[src/comms_params.svh]
`ifndef COMMS_PARAMS_SVH
`define COMMS_PARAMS_SVH

// clock cycles per serial bit on both link wires
`define COMMS_CLKS_PER_BIT 16

// width of one player-info packet on the wire
`define COMMS_PACKET_BITS 32

// field positions in the packet word, sent MSB first
`define COMMS_ID_MSB 31
`define COMMS_ID_LSB 30

`define COMMS_DIR_MSB 29
`define COMMS_DIR_LSB 28

`define COMMS_X_MSB 27
`define COMMS_X_LSB 19

`define COMMS_Y_MSB 18
`define COMMS_Y_LSB 10

// bits below the state field are zero fill
`define COMMS_STATE_MSB 9
`define COMMS_STATE_LSB 6

`endif

[src/game_pkg.sv]
`default_nettype none

`include "comms_params.svh"

// game-world view of a player, shared by the table, the broadcaster and the top
package game_pkg;

    // player number as carried in the packet
    typedef logic [`COMMS_ID_MSB-`COMMS_ID_LSB:0] player_num_t;

    // number 0 is this station's own player; 1 to 3 are players 2 to 4
    localparam player_num_t MAIN_PLAYER = '0;

    // facing direction
    typedef logic [`COMMS_DIR_MSB-`COMMS_DIR_LSB:0] direction_t;

    // screen coordinate, x and y fields have the same width
    typedef logic [`COMMS_X_MSB-`COMMS_X_LSB:0] coord_t;

    // player state code
    typedef logic [`COMMS_STATE_MSB-`COMMS_STATE_LSB:0] player_state_t;

endpackage

`default_nettype wire

[src/link_pkg.sv]
`default_nettype none

`include "comms_params.svh"

// serial link view, packet word and framing phases
package link_pkg;

    typedef logic [`COMMS_PACKET_BITS-1:0] packet_word_t;

    // receiver phases: wait for edge, confirm start, shift data, check stop
    typedef enum logic [1:0] {
        RX_IDLE,
        RX_START,
        RX_DATA,
        RX_STOP
    } rx_phase_t;

    typedef enum logic [1:0] {
        TX_IDLE,
        TX_START,
        TX_DATA,
        TX_STOP
    } tx_phase_t;

endpackage

`default_nettype wire

[src/serial_rx.sv]
`timescale 1ns/10ps
`default_nettype none

`include "comms_params.svh"

module serial_rx
    import link_pkg::*;
#(
    parameter int CLKS_PER_BIT = `COMMS_CLKS_PER_BIT
) (
    input  logic         clk,
    input  logic         rst,
    input  logic         line_in,
    output packet_word_t rx_word,
    output logic         rx_valid
);

    localparam int CNT_W = $clog2(CLKS_PER_BIT);
    localparam int IDX_W = $clog2(`COMMS_PACKET_BITS);
    localparam logic [CNT_W-1:0] HALF_BIT = CNT_W'(CLKS_PER_BIT / 2 - 1);
    localparam logic [CNT_W-1:0] FULL_BIT = CNT_W'(CLKS_PER_BIT - 1);
    localparam logic [IDX_W-1:0] LAST_BIT = IDX_W'(`COMMS_PACKET_BITS - 1);

    logic             line_meta;
    logic             line_sync;
    rx_phase_t        phase;
    logic [CNT_W-1:0] clk_cnt;
    logic [IDX_W-1:0] bit_idx;
    packet_word_t     shift_q;

    // two flop synchronizer, starts at the idle level
    always_ff @(posedge clk) begin
        if (rst) begin
            line_meta <= 1'b1;
            line_sync <= 1'b1;
        end else begin
            line_meta <= line_in;
            line_sync <= line_meta;
        end
    end

    // after the half-bit wait in RX_START every full-bit count ends mid-bit
    always_ff @(posedge clk) begin
        if (rst) begin
            phase    <= RX_IDLE;
            clk_cnt  <= '0;
            bit_idx  <= '0;
            rx_valid <= 1'b0;
        end else begin
            rx_valid <= 1'b0;
            case (phase)
                RX_IDLE: begin
                    clk_cnt <= '0;
                    if (!line_sync) begin
                        phase <= RX_START;
                    end
                end
                RX_START: begin
                    if (clk_cnt == HALF_BIT) begin
                        clk_cnt <= '0;
                        bit_idx <= '0;
                        // a low pulse gone by mid-bit was only a glitch
                        phase   <= line_sync ? RX_IDLE : RX_DATA;
                    end else begin
                        clk_cnt <= clk_cnt + 1'b1;
                    end
                end
                RX_DATA: begin
                    if (clk_cnt == FULL_BIT) begin
                        clk_cnt <= '0;
                        bit_idx <= bit_idx + 1'b1;
                        if (bit_idx == LAST_BIT) begin
                            phase <= RX_STOP;
                        end
                    end else begin
                        clk_cnt <= clk_cnt + 1'b1;
                    end
                end
                RX_STOP: begin
                    if (clk_cnt == FULL_BIT) begin
                        // framing error when the stop bit reads low, frame dropped
                        rx_valid <= line_sync;
                        phase    <= RX_IDLE;
                    end else begin
                        clk_cnt <= clk_cnt + 1'b1;
                    end
                end
                default: phase <= RX_IDLE;
            endcase
        end
    end

    // data bits arrive MSB first
    always_ff @(posedge clk) begin
        if (phase == RX_DATA && clk_cnt == FULL_BIT) begin
            shift_q <= {shift_q[`COMMS_PACKET_BITS-2:0], line_sync};
        end
    end

    assign rx_word = shift_q;

    // frames are 34 bits apart, so a valid is always a lone pulse
    assert property (@(posedge clk) disable iff (rst) rx_valid |=> !rx_valid);

endmodule

`default_nettype wire

[src/serial_tx.sv]
`timescale 1ns/10ps
`default_nettype none

`include "comms_params.svh"

module serial_tx
    import link_pkg::*;
#(
    parameter int CLKS_PER_BIT = `COMMS_CLKS_PER_BIT
) (
    input  logic         clk,
    input  logic         rst,
    input  packet_word_t tx_word,
    input  logic         tx_trigger,
    output logic         tx_busy,
    output logic         line_out
);

    localparam int CNT_W = $clog2(CLKS_PER_BIT);
    localparam int IDX_W = $clog2(`COMMS_PACKET_BITS);
    localparam int MSB   = `COMMS_PACKET_BITS - 1;
    localparam logic [CNT_W-1:0] FULL_BIT = CNT_W'(CLKS_PER_BIT - 1);
    localparam logic [IDX_W-1:0] LAST_BIT = IDX_W'(`COMMS_PACKET_BITS - 1);

    tx_phase_t        phase;
    logic [CNT_W-1:0] clk_cnt;
    logic [IDX_W-1:0] bit_idx;
    packet_word_t     shift_q;

    // line_out is registered, each level holds for one full bit period
    always_ff @(posedge clk) begin
        if (rst) begin
            phase    <= TX_IDLE;
            clk_cnt  <= '0;
            bit_idx  <= '0;
            tx_busy  <= 1'b0;
            line_out <= 1'b1;
        end else begin
            case (phase)
                TX_IDLE: begin
                    clk_cnt <= '0;
                    if (tx_trigger) begin
                        phase    <= TX_START;
                        tx_busy  <= 1'b1;
                        line_out <= 1'b0;
                    end
                end
                TX_START: begin
                    if (clk_cnt == FULL_BIT) begin
                        clk_cnt  <= '0;
                        bit_idx  <= '0;
                        phase    <= TX_DATA;
                        line_out <= shift_q[MSB];
                    end else begin
                        clk_cnt <= clk_cnt + 1'b1;
                    end
                end
                TX_DATA: begin
                    if (clk_cnt == FULL_BIT) begin
                        clk_cnt <= '0;
                        bit_idx <= bit_idx + 1'b1;
                        if (bit_idx == LAST_BIT) begin
                            phase    <= TX_STOP;
                            line_out <= 1'b1;
                        end else begin
                            // shift_q moves on at this same edge
                            line_out <= shift_q[MSB-1];
                        end
                    end else begin
                        clk_cnt <= clk_cnt + 1'b1;
                    end
                end
                TX_STOP: begin
                    if (clk_cnt == FULL_BIT) begin
                        phase   <= TX_IDLE;
                        tx_busy <= 1'b0;
                    end else begin
                        clk_cnt <= clk_cnt + 1'b1;
                    end
                end
                default: phase <= TX_IDLE;
            endcase
        end
    end

    always_ff @(posedge clk) begin
        if (phase == TX_IDLE && tx_trigger) begin
            shift_q <= tx_word;
        end else if (phase == TX_DATA && clk_cnt == FULL_BIT) begin
            shift_q <= {shift_q[MSB-1:0], 1'b0};
        end
    end

    // the broadcaster must hold its trigger back until the frame is done
    assert property (@(posedge clk) disable iff (rst) tx_trigger |-> !tx_busy);

endmodule

`default_nettype wire

[src/player_table.sv]
`timescale 1ns/10ps
`default_nettype none

`include "comms_params.svh"

module player_table
    import game_pkg::*;
    import link_pkg::*;
(
    input  logic          clk,
    input  logic          rst,
    input  packet_word_t  rx_word,
    input  logic          rx_valid,
    input  direction_t    local_direction,
    input  coord_t        local_loc_x,
    input  coord_t        local_loc_y,
    input  player_state_t local_state,
    output direction_t    player1_direction,
    output direction_t    player2_direction,
    output direction_t    player3_direction,
    output direction_t    player4_direction,
    output coord_t        player1_loc_x,
    output coord_t        player2_loc_x,
    output coord_t        player3_loc_x,
    output coord_t        player4_loc_x,
    output coord_t        player1_loc_y,
    output coord_t        player2_loc_y,
    output coord_t        player3_loc_y,
    output coord_t        player4_loc_y,
    output player_state_t player1_state,
    output player_state_t player2_state,
    output player_state_t player3_state,
    output player_state_t player4_state
);

    player_num_t   rx_id;
    direction_t    rx_direction;
    coord_t        rx_loc_x;
    coord_t        rx_loc_y;
    player_state_t rx_state;

    // remote slots indexed by packet player number, 1 to 3 hold players 2 to 4
    direction_t    slot_direction [1:3];
    coord_t        slot_loc_x     [1:3];
    coord_t        slot_loc_y     [1:3];
    player_state_t slot_state     [1:3];

    assign rx_id        = rx_word[`COMMS_ID_MSB:`COMMS_ID_LSB];
    assign rx_direction = rx_word[`COMMS_DIR_MSB:`COMMS_DIR_LSB];
    assign rx_loc_x     = rx_word[`COMMS_X_MSB:`COMMS_X_LSB];
    assign rx_loc_y     = rx_word[`COMMS_Y_MSB:`COMMS_Y_LSB];
    assign rx_state     = rx_word[`COMMS_STATE_MSB:`COMMS_STATE_LSB];

    // a main-station packet coming back to us carries nothing new
    always_ff @(posedge clk) begin
        if (rst) begin
            for (int i = 1; i <= 3; i++) begin
                slot_direction[i] <= '0;
                slot_loc_x[i]     <= '0;
                slot_loc_y[i]     <= '0;
                slot_state[i]     <= '0;
            end
        end else if (rx_valid && rx_id != MAIN_PLAYER) begin
            slot_direction[rx_id] <= rx_direction;
            slot_loc_x[rx_id]     <= rx_loc_x;
            slot_loc_y[rx_id]     <= rx_loc_y;
            slot_state[rx_id]     <= rx_state;
        end
    end

    // local player mirrored one cycle late, in step with the other slots
    always_ff @(posedge clk) begin
        if (rst) begin
            player1_direction <= '0;
            player1_loc_x     <= '0;
            player1_loc_y     <= '0;
            player1_state     <= '0;
        end else begin
            player1_direction <= local_direction;
            player1_loc_x     <= local_loc_x;
            player1_loc_y     <= local_loc_y;
            player1_state     <= local_state;
        end
    end

    assign player2_direction = slot_direction[1];
    assign player3_direction = slot_direction[2];
    assign player4_direction = slot_direction[3];
    assign player2_loc_x     = slot_loc_x[1];
    assign player3_loc_x     = slot_loc_x[2];
    assign player4_loc_x     = slot_loc_x[3];
    assign player2_loc_y     = slot_loc_y[1];
    assign player3_loc_y     = slot_loc_y[2];
    assign player4_loc_y     = slot_loc_y[3];
    assign player2_state     = slot_state[1];
    assign player3_state     = slot_state[2];
    assign player4_state     = slot_state[3];

endmodule

`default_nettype wire

[src/frame_broadcaster.sv]
`timescale 1ns/10ps
`default_nettype none

`include "comms_params.svh"

module frame_broadcaster
    import game_pkg::*;
    import link_pkg::*;
(
    input  logic          clk,
    input  logic          rst,
    input  logic          vsync,
    input  direction_t    local_direction,
    input  coord_t        local_loc_x,
    input  coord_t        local_loc_y,
    input  player_state_t local_state,
    input  logic          tx_busy,
    output packet_word_t  tx_word,
    output logic          tx_trigger
);

    logic vsync_q;
    logic vsync_prev;
    logic vsync_rise;
    logic pending;

    always_ff @(posedge clk) begin
        if (rst) begin
            vsync_q    <= 1'b0;
            vsync_prev <= 1'b0;
        end else begin
            vsync_q    <= vsync;
            vsync_prev <= vsync_q;
        end
    end

    assign vsync_rise = vsync_q & ~vsync_prev;

    // a new edge wins over a trigger, so a newer frame stays queued
    always_ff @(posedge clk) begin
        if (rst) begin
            pending <= 1'b0;
        end else if (vsync_rise) begin
            pending <= 1'b1;
        end else if (tx_trigger) begin
            pending <= 1'b0;
        end
    end

    // only one packet held, a later edge overwrites it with fresh values
    always_ff @(posedge clk) begin
        if (vsync_rise) begin
            tx_word <= {MAIN_PLAYER, local_direction, local_loc_x, local_loc_y,
                        local_state, {`COMMS_STATE_LSB{1'b0}}};
        end
    end

    assign tx_trigger = pending & ~tx_busy;

    // busy rises right after a trigger, so the trigger cannot repeat
    assert property (@(posedge clk) disable iff (rst) tx_trigger |=> !tx_trigger);

endmodule

`default_nettype wire

[src/comms.sv]
`timescale 1ns/10ps
`default_nettype none

module comms
    import game_pkg::*;
    import link_pkg::*;
(
    input  logic          clk,
    input  logic          rst,
    input  logic          vsync,
    input  direction_t    local_direction,
    input  coord_t        local_loc_x,
    input  coord_t        local_loc_y,
    input  player_state_t local_state,
    input  logic          ja_1,
    output logic          ja_0,
    output direction_t    player1_direction,
    output direction_t    player2_direction,
    output direction_t    player3_direction,
    output direction_t    player4_direction,
    output coord_t        player1_loc_x,
    output coord_t        player2_loc_x,
    output coord_t        player3_loc_x,
    output coord_t        player4_loc_x,
    output coord_t        player1_loc_y,
    output coord_t        player2_loc_y,
    output coord_t        player3_loc_y,
    output coord_t        player4_loc_y,
    output player_state_t player1_state,
    output player_state_t player2_state,
    output player_state_t player3_state,
    output player_state_t player4_state
);

    packet_word_t rx_word;
    logic         rx_valid;
    packet_word_t tx_word;
    logic         tx_trigger;
    logic         tx_busy;

    // receive path, ja_1 pin to player slots
    serial_rx u_serial_rx (
        .clk      (clk),
        .rst      (rst),
        .line_in  (ja_1),
        .rx_word  (rx_word),
        .rx_valid (rx_valid)
    );

    player_table u_player_table (
        .clk               (clk),
        .rst               (rst),
        .rx_word           (rx_word),
        .rx_valid          (rx_valid),
        .local_direction   (local_direction),
        .local_loc_x       (local_loc_x),
        .local_loc_y       (local_loc_y),
        .local_state       (local_state),
        .player1_direction (player1_direction),
        .player2_direction (player2_direction),
        .player3_direction (player3_direction),
        .player4_direction (player4_direction),
        .player1_loc_x     (player1_loc_x),
        .player2_loc_x     (player2_loc_x),
        .player3_loc_x     (player3_loc_x),
        .player4_loc_x     (player4_loc_x),
        .player1_loc_y     (player1_loc_y),
        .player2_loc_y     (player2_loc_y),
        .player3_loc_y     (player3_loc_y),
        .player4_loc_y     (player4_loc_y),
        .player1_state     (player1_state),
        .player2_state     (player2_state),
        .player3_state     (player3_state),
        .player4_state     (player4_state)
    );

    // transmit path, one broadcast per frame on ja_0
    frame_broadcaster u_frame_broadcaster (
        .clk             (clk),
        .rst             (rst),
        .vsync           (vsync),
        .local_direction (local_direction),
        .local_loc_x     (local_loc_x),
        .local_loc_y     (local_loc_y),
        .local_state     (local_state),
        .tx_busy         (tx_busy),
        .tx_word         (tx_word),
        .tx_trigger      (tx_trigger)
    );

    serial_tx u_serial_tx (
        .clk        (clk),
        .rst        (rst),
        .tx_word    (tx_word),
        .tx_trigger (tx_trigger),
        .tx_busy    (tx_busy),
        .line_out   (ja_0)
    );

endmodule

`default_nettype wire

[config.mk]
export PLATFORM = sky130hd
export DESIGN_NAME = comms
export DESIGN_NICKNAME = d
export VERILOG_FILES = /design/src/game_pkg.sv /design/src/link_pkg.sv /design/src/serial_rx.sv /design/src/serial_tx.sv /design/src/player_table.sv /design/src/frame_broadcaster.sv /design/src/comms.sv
export VERILOG_INCLUDE_DIRS = /design/src
export SDC_FILE = /design/constraint.sdc
export NUM_CORES = 1
export LEC_CHECK = 0
export BUFFER_PORTS_ARGS = -buffer_cell sky130_fd_sc_hd__buf_2
export CORE_MARGIN = 2
export CORE_UTILIZATION = 58
export CTS_CLUSTER_DIAMETER = 30
export CTS_CLUSTER_SIZE = 14
export DETAILED_ROUTE_END_ITERATION = 6
export MAX_ROUTING_LAYER = met4
export PLACE_DENSITY = 0.82
export SYNTH_ARGS = -nofsm -noshare
export SYNTH_HDL_FRONTEND = slang
export SYNTH_SLANG_ARGS = --single-unit
[constraint.sdc]
create_clock -name clk -period 4.89 [get_ports clk]
set_input_delay 0.2445 -clock clk [delete_from_list [all_inputs] [get_ports clk]]
set_output_delay 0.2445 -clock clk [all_outputs]
set_load 0.01 [all_outputs]
* After elaboration in Yosys (flattened, before gate mapping) *
Memories as Yosys holds them, arrays and structs flattened.
Cells that the tools add are included.

word-level totals
  register bits = 141
  RAM bits = 72
  input port bits = 28
  output and inout bits = 97
  logic and storage cells = 138
  memories = 4

memories
  memory                         depth  bits a word  rd ports  clocked after memory_dff  write ports  line                source
  u_player_table.slot_loc_x      3      9            3         0                         3            player_table.sv:44  coord_t slot_loc_x [1:3];
  u_player_table.slot_loc_y      3      9            3         0                         3            player_table.sv:45  coord_t slot_loc_y [1:3];
  u_player_table.slot_state      3      4            3         0                         3            player_table.sv:46  player_state_t slot_state [1:3];
  u_player_table.slot_direction  3      2            3         0                         3            player_table.sv:43  direction_t slot_direction [1:3];

cells by class
  add/sub/neg operators = 4
  eq/ne operators = 23
  muxes and demuxes = 54
  bitwise gates (word level) = 6
  reduce and logical (&&, ||, !) cells = 25

operators by type and width
  kind                                           count
  two-way mux 2 bit                              16
  two-way mux 32 bit                             1
  two-way mux 30 bit                             1
  two-way mux 4 bit                              6
  two-way mux 5 bit                              4
  case mux 5 bit (2 select lines)                2
  two-way mux 9 bit                              2
  != test 2 x 1 -> 1 bit, second input constant  9
  OR reduction 9 bit                             2
  two-way mux 1 bit                              16
  case mux 2 bit (4 select lines)                2
  case mux 4 bit (4 select lines)                1
  case mux 4 bit (3 select lines)                1
  nonzero test 2 bit                             6
  adder 5 x 1 -> 5 bit, second input constant    2
  == test 5 bit, second input constant           2
  AND reduction 5 bit                            2
  AND reduction 3 bit                            3
  adder 4 x 1 -> 4 bit, second input constant    2
  == test 2 bit, second input constant           4
  == test 4 bit, second input constant           2
  != test 2 bit, second input constant           3
  == test 2 x 1 -> 1 bit, second input constant  2
  == test 4 x 3 -> 1 bit, second input constant  1
  11 further kinds                               20

* Longest topological paths before layout *
  depth in word-level cells = 7
  gate-level depth with buffers = 8
  depth with buffers taken out = 7

* By module *
A second synthesis with hierarchy kept.

second synthesis, totals
  cell total of the unflattened synthesis = 554
  area, all modules = 8181.6 µm²

by module, submodules not included
  module             instances  cells an instance  area an instance (µm²)  seq. area each (µm²)
  player_table       1          239                3410.8                  2642.5
  serial_tx          1          152                2113.3                  1221.2
  serial_rx          1          120                1764.2                  1241.2
  frame_broadcaster  1          43                 893.4                   780.7

* Worst setup path before layout *
Ideal clock, no wire load.

  path type = register to register
  start point = register u_serial_tx.phase[0]
  end point = register u_serial_tx.shift_q[10], enable pin
  setup time = 438 ps
  arrival = 1644 ps
  data required time = 4452 ps
  path slack = 2808 ps
  stages on the path, launching flop included = 7
  path buffers = 2
  clock period less this slack = 2082 ps
  cells stage by stage = dfxtp_1 inv_1 ha_1 nand3b_1 buf_2 buf_2 nand2_1

on the way
  word-level cells in the longest chain between the ends = 3
  elaborated cells between the ends (all ways) = 5
  those cells by class = 1 x eq/ne; 4 x reduce/logical

RTL lines
  element                                                  line                              source
  start: declaration                                       serial_tx.sv:25                   tx_phase_t phase;
  start signal: assignment                                 serial_tx.sv:33                   phase <= TX_IDLE;
  start signal: assignment                                 serial_tx.sv:43                   phase <= TX_START;
  start signal: assignment                                 serial_tx.sv:52                   phase <= TX_DATA;
  == test 2 bit / zero test 2 bit (equally long branches)  serial_tx.sv:89, serial_tx.sv:87
  logical AND 1 bit (on tied branches)                     serial_tx.sv:89, serial_tx.sv:87
  nonzero test 2 bit (no line) *                           n/a
  end signal: assignment                                   serial_tx.sv:88                   shift_q <= tx_word;
  end signal: assignment                                   serial_tx.sv:90                   shift_q <= {shift_q[MSB-1:0], 1'b0};
  end: declaration                                         serial_tx.sv:28                   packet_word_t shift_q;

Mark *: on every way between the ends. The rest lies on a longest branch, timed or not.
A chain may end at the register's enable or synchronous reset.

* Worst setup path after layout *
  start point = register u_serial_rx.phase[0]
  end point = register u_serial_rx.phase[0]

on the way
  word-level cells in the longest chain between the ends = 3
  elaborated cells between the ends (all ways) = 11
  those cells by class = 8 x eq/ne; 1 x mux; 2 x reduce/logical

RTL lines
  element                                                                   line             source
  start: declaration                                                        serial_rx.sv:26  rx_phase_t phase;
  start signal: assignment                                                  serial_rx.sv:63  phase <= line_sync ? RX_IDLE : RX_DATA;
  == test 2 bit (tied with other cells)                                     serial_rx.sv:51  case (phase)
  != test 2 x 1 -> 1 bit (no line) / != test 2 bit (equally long branches)  n/a
  AND reduction 5 bit (no line)                                             n/a

Several ways; a longest one is shown, not always the timed one.

==> qor.txt <==
# fillers = 741
initial DRC count = 401
sw power = 1020 µW
fin. max-slew vios = 0
Critical Path Start Type = flip-flop
Slowest Stage Delay on Critical Path = 0.88 ns
Die ar. = 0.0142 mm²
row count = 42
WP data required = 5.30 ns
slowest cell on the critical path = a31oi_1
static leakage = 0.00388 µW
Die Wd = 119 µm
critical path arrival = 2.78 ns
Max Buffers Root-to-Sink = 3
Synth Cell Area = 0.00768 mm²
initial antenna violation count = 0
antenna-violating nets left = 0
dpl hpwl = 8.77 mm
Die H = 119 µm
DR WL/cell = 16.7 µm
DRC = 0
Hold Crit Class = in -> reg
fin crit period = 2.37 ns
final setup vio count = 0
Synth cell types = 47
Nets = 719
worst skew pair latency = 0.52 ns
core area = 0.0131 mm²
CTS clk-pin slew, worst paths = 0.06 ns
Pint = 3490 µW
gpl congestion = 0.799
Clock power frac = 0.485
Comb power frac = 0.068
CP Buf/Inv Count = 1
pwr dens = 460 mW/mm²
largest area contributor in the netlist = edfxtp_1
Yosys top cell area share = 0.602
Finished Layout Cells = 875
WL final = 14.6 mm
RSZ-0062 raised after global routing = false
fmax = 422 MHz
Slew @ Worst Pin = 1.15 ns
crit path kind = reg -> reg
Top FF cell, synth = edfxtp_1
Post-synth EDFFs = 154
status = complete, no violations
vias per cell = 5.20
worst path cell trace = inv_1, ha_1, mux2i_1, a31oi_1, o21ai_0, and3_1
top cells by area, synth = edfxtp_1 (60%), dfxtp_1 (14%), and2_1 (6.1%), ha_1 (2.6%), nor2b_1 (2.5%)
postcts setup bufs = 0
share of cells above drive strength 1 = 0.288
setup_tns = 0 ns
CTS Root Buffer Type = clkbuf_16
Max FO, Critical Path = 14
Final Hold Viols = 0
Via Count = 4,554
ys async rst share = 0
H-tree Lvls = 1
Seq/Total Area, Yosys = 0.743
synthesized flop and latch total = 208
Mapped Nets = 548
VDD IR max = 0.458 mV
grt ovf = 0
Area Growth Syn to Fin = 27.8%
CTS tree = done
I/O pin cnt = 125
Sw Ratio = 0.226
clk sink count = 208
vias in the first global route = 4,756
Synth Instances = 504
total track usage = 0.215
Largest delay share family, worst path = compound AO/OA/AOI/OAI gates
CP Capture Type = flip-flop
largest net degree at the start of global routing = 58
syn_area_per_cell = 15.2 µm²
PortBufs = 124
sequential power share = 0.447
Num CTS Buffers = 30
worst rel slew slack = 0.228
clock skew = 0.00738 ns
n_diodes = 0
DRT Pass-1 Iters = 5
first-pass GRT wire length = 23.7 mm
starting density of the core = 0.587
fin crit share = 0.485
cell count after placement = 793
maxcap violations = 0
Synth Warn # = 0
## flip-flops by register name (all words and copies together), names as in the netlist, 9 cells and up, named ones only
register / flops
u_player_table.player1_loc_y: 9
u_frame_broadcaster.tx_word: 24
u_player_table.slot_state: 12
u_player_table.slot_loc_y: 27
u_serial_tx.shift_q: 26
u_serial_rx.rx_word: 32
u_player_table.slot_loc_x: 27
u_player_table.player1_loc_x: 9
## stage by stage
step                      utilization  hold slack (ns)  setup WS, ns  total power [µW]  cell area [µm²]
after detailed placement        0.649            0.403          2.58              2340             8500
after floorplan                     -            0.343          2.81              2230             7680
after CTS                       0.750            0.307          2.55              4530             9810
after global placement          0.649            0.396          2.69              2320             8500
final                           0.750            0.328          2.52              4510             9810
after global routing            0.750            0.349          2.37              4660             9810
## power by group through the flow
| stage | clock network, µW | logic, µW | registers [µW] |
|---|---|---|---|
| after floorplan | 0 | 162 | 2070 |
| after global placement | 0 | 274 | 2050 |
| after detailed placement | 0 | 287 | 2050 |
| after CTS | 2210 | 306 | 2020 |
| after global routing | 2300 | 338 | 2020 |
| final | 2190 | 306 | 2020 |
## tightest hold or removal path, delay by kind of cell
kind	cells	cell delay, ns
buffers and inverters	2	0.38
AOI/OAI and AO/OA	1	0.18
## cell usage after synthesis, types with 2 or more instances
cell	number
mux2_2	7
nor2_1	16
nor3_1	5
a211oi_1	2
a21oi_1	12
o21ai_1	5
xor2_1	4
and3_1	8
ha_1	16
nand3_1	8
nor2b_1	31
edfxtp_1	154
inv_1	10
a31oi_1	3
or2_2	5
nand2_1	14
nor3b_1	2
o211ai_1	5
buf_2	5
nand2b_1	4
nand4b_1	2
o21ai_0	6
mux2i_1	2
and2_1	75
mux2_1	16
a22oi_1	2
clkbuf_1	11
o2111ai_1	2
dfxtp_1	54
## metal layers
layer  wire [µm]  track usage  vias up
met3         835       0.0402       27
met5           0            -        -
met1        6140        0.271     2192
met2        7400        0.361      179
li1            -            -     2156
met4         270       0.0573        0
## final cells by class
cell class / count / area (µm²) / area share
flip-flops and latches: 208 / 5710 / 0.581
inverters: 10 / 37.5 / 0.00382
clock inverters: 22 / 239 / 0.0243
well taps: 176 / 220 / 0.0224
multi-input cells: 267 / 1850 / 0.189
clock buffers: 34 / 818 / 0.0834
repair buffers: 158 / 941 / 0.0959
## path summary, 6_finish.rpt
check                           cells after the start                endpoint                  start  slack [ns]
worst max-delay path                                6    u_serial_rx.phase[0]   u_serial_rx.phase[0]        2.52
worst min-delay path                                3  u_serial_rx.clk_cnt[1]                    rst        0.33
worst max register to register                      6    u_serial_rx.phase[0]   u_serial_rx.phase[0]        2.52
worst min register to register                      1   u_serial_rx.line_sync  u_serial_rx.line_meta        0.41
## timing repair
action | in CTS | in global routing
gates resized for setup | 0 | 0
endpoints found under the hold margin | 49 | 0
hold buffers | 26 | 0
## cells in the final DEF (no fill, tap or decap), types with 6 or more instances in the layout
cell           instances
o21ai_0                6
clkbuf_16             32
mux2_2                 7
mux2_1                16
nor2_1                16
ha_1                  16
and3_1                 8
dfxtp_1               54
and2_1                75
nor2b_1               30
dlygate4sd3_1         26
nand2_1               14
inv_1                 10
buf_4                  8
nand3_1                8
a21oi_1               12
buf_2                124
edfxtp_1             154
## cell families (layout without fill, tap and decap cells)
family / Yosys count / after routing / share of synthesized area
AOI/OAI and AO/OA: 46 / 46 / 0.0394
xor gates and xnor gates: 5 / 5 / 0.00570
adders and majority gates: 16 / 16 / 0.0261
buffers and inverters: 29 / 224 / 0.0164
DFF: 208 / 208 / 0.743
muxes: 25 / 25 / 0.0363
and+or+nand+nor: 175 / 175 / 0.133
No activity file was read; power rests on OpenSTA's default activity.
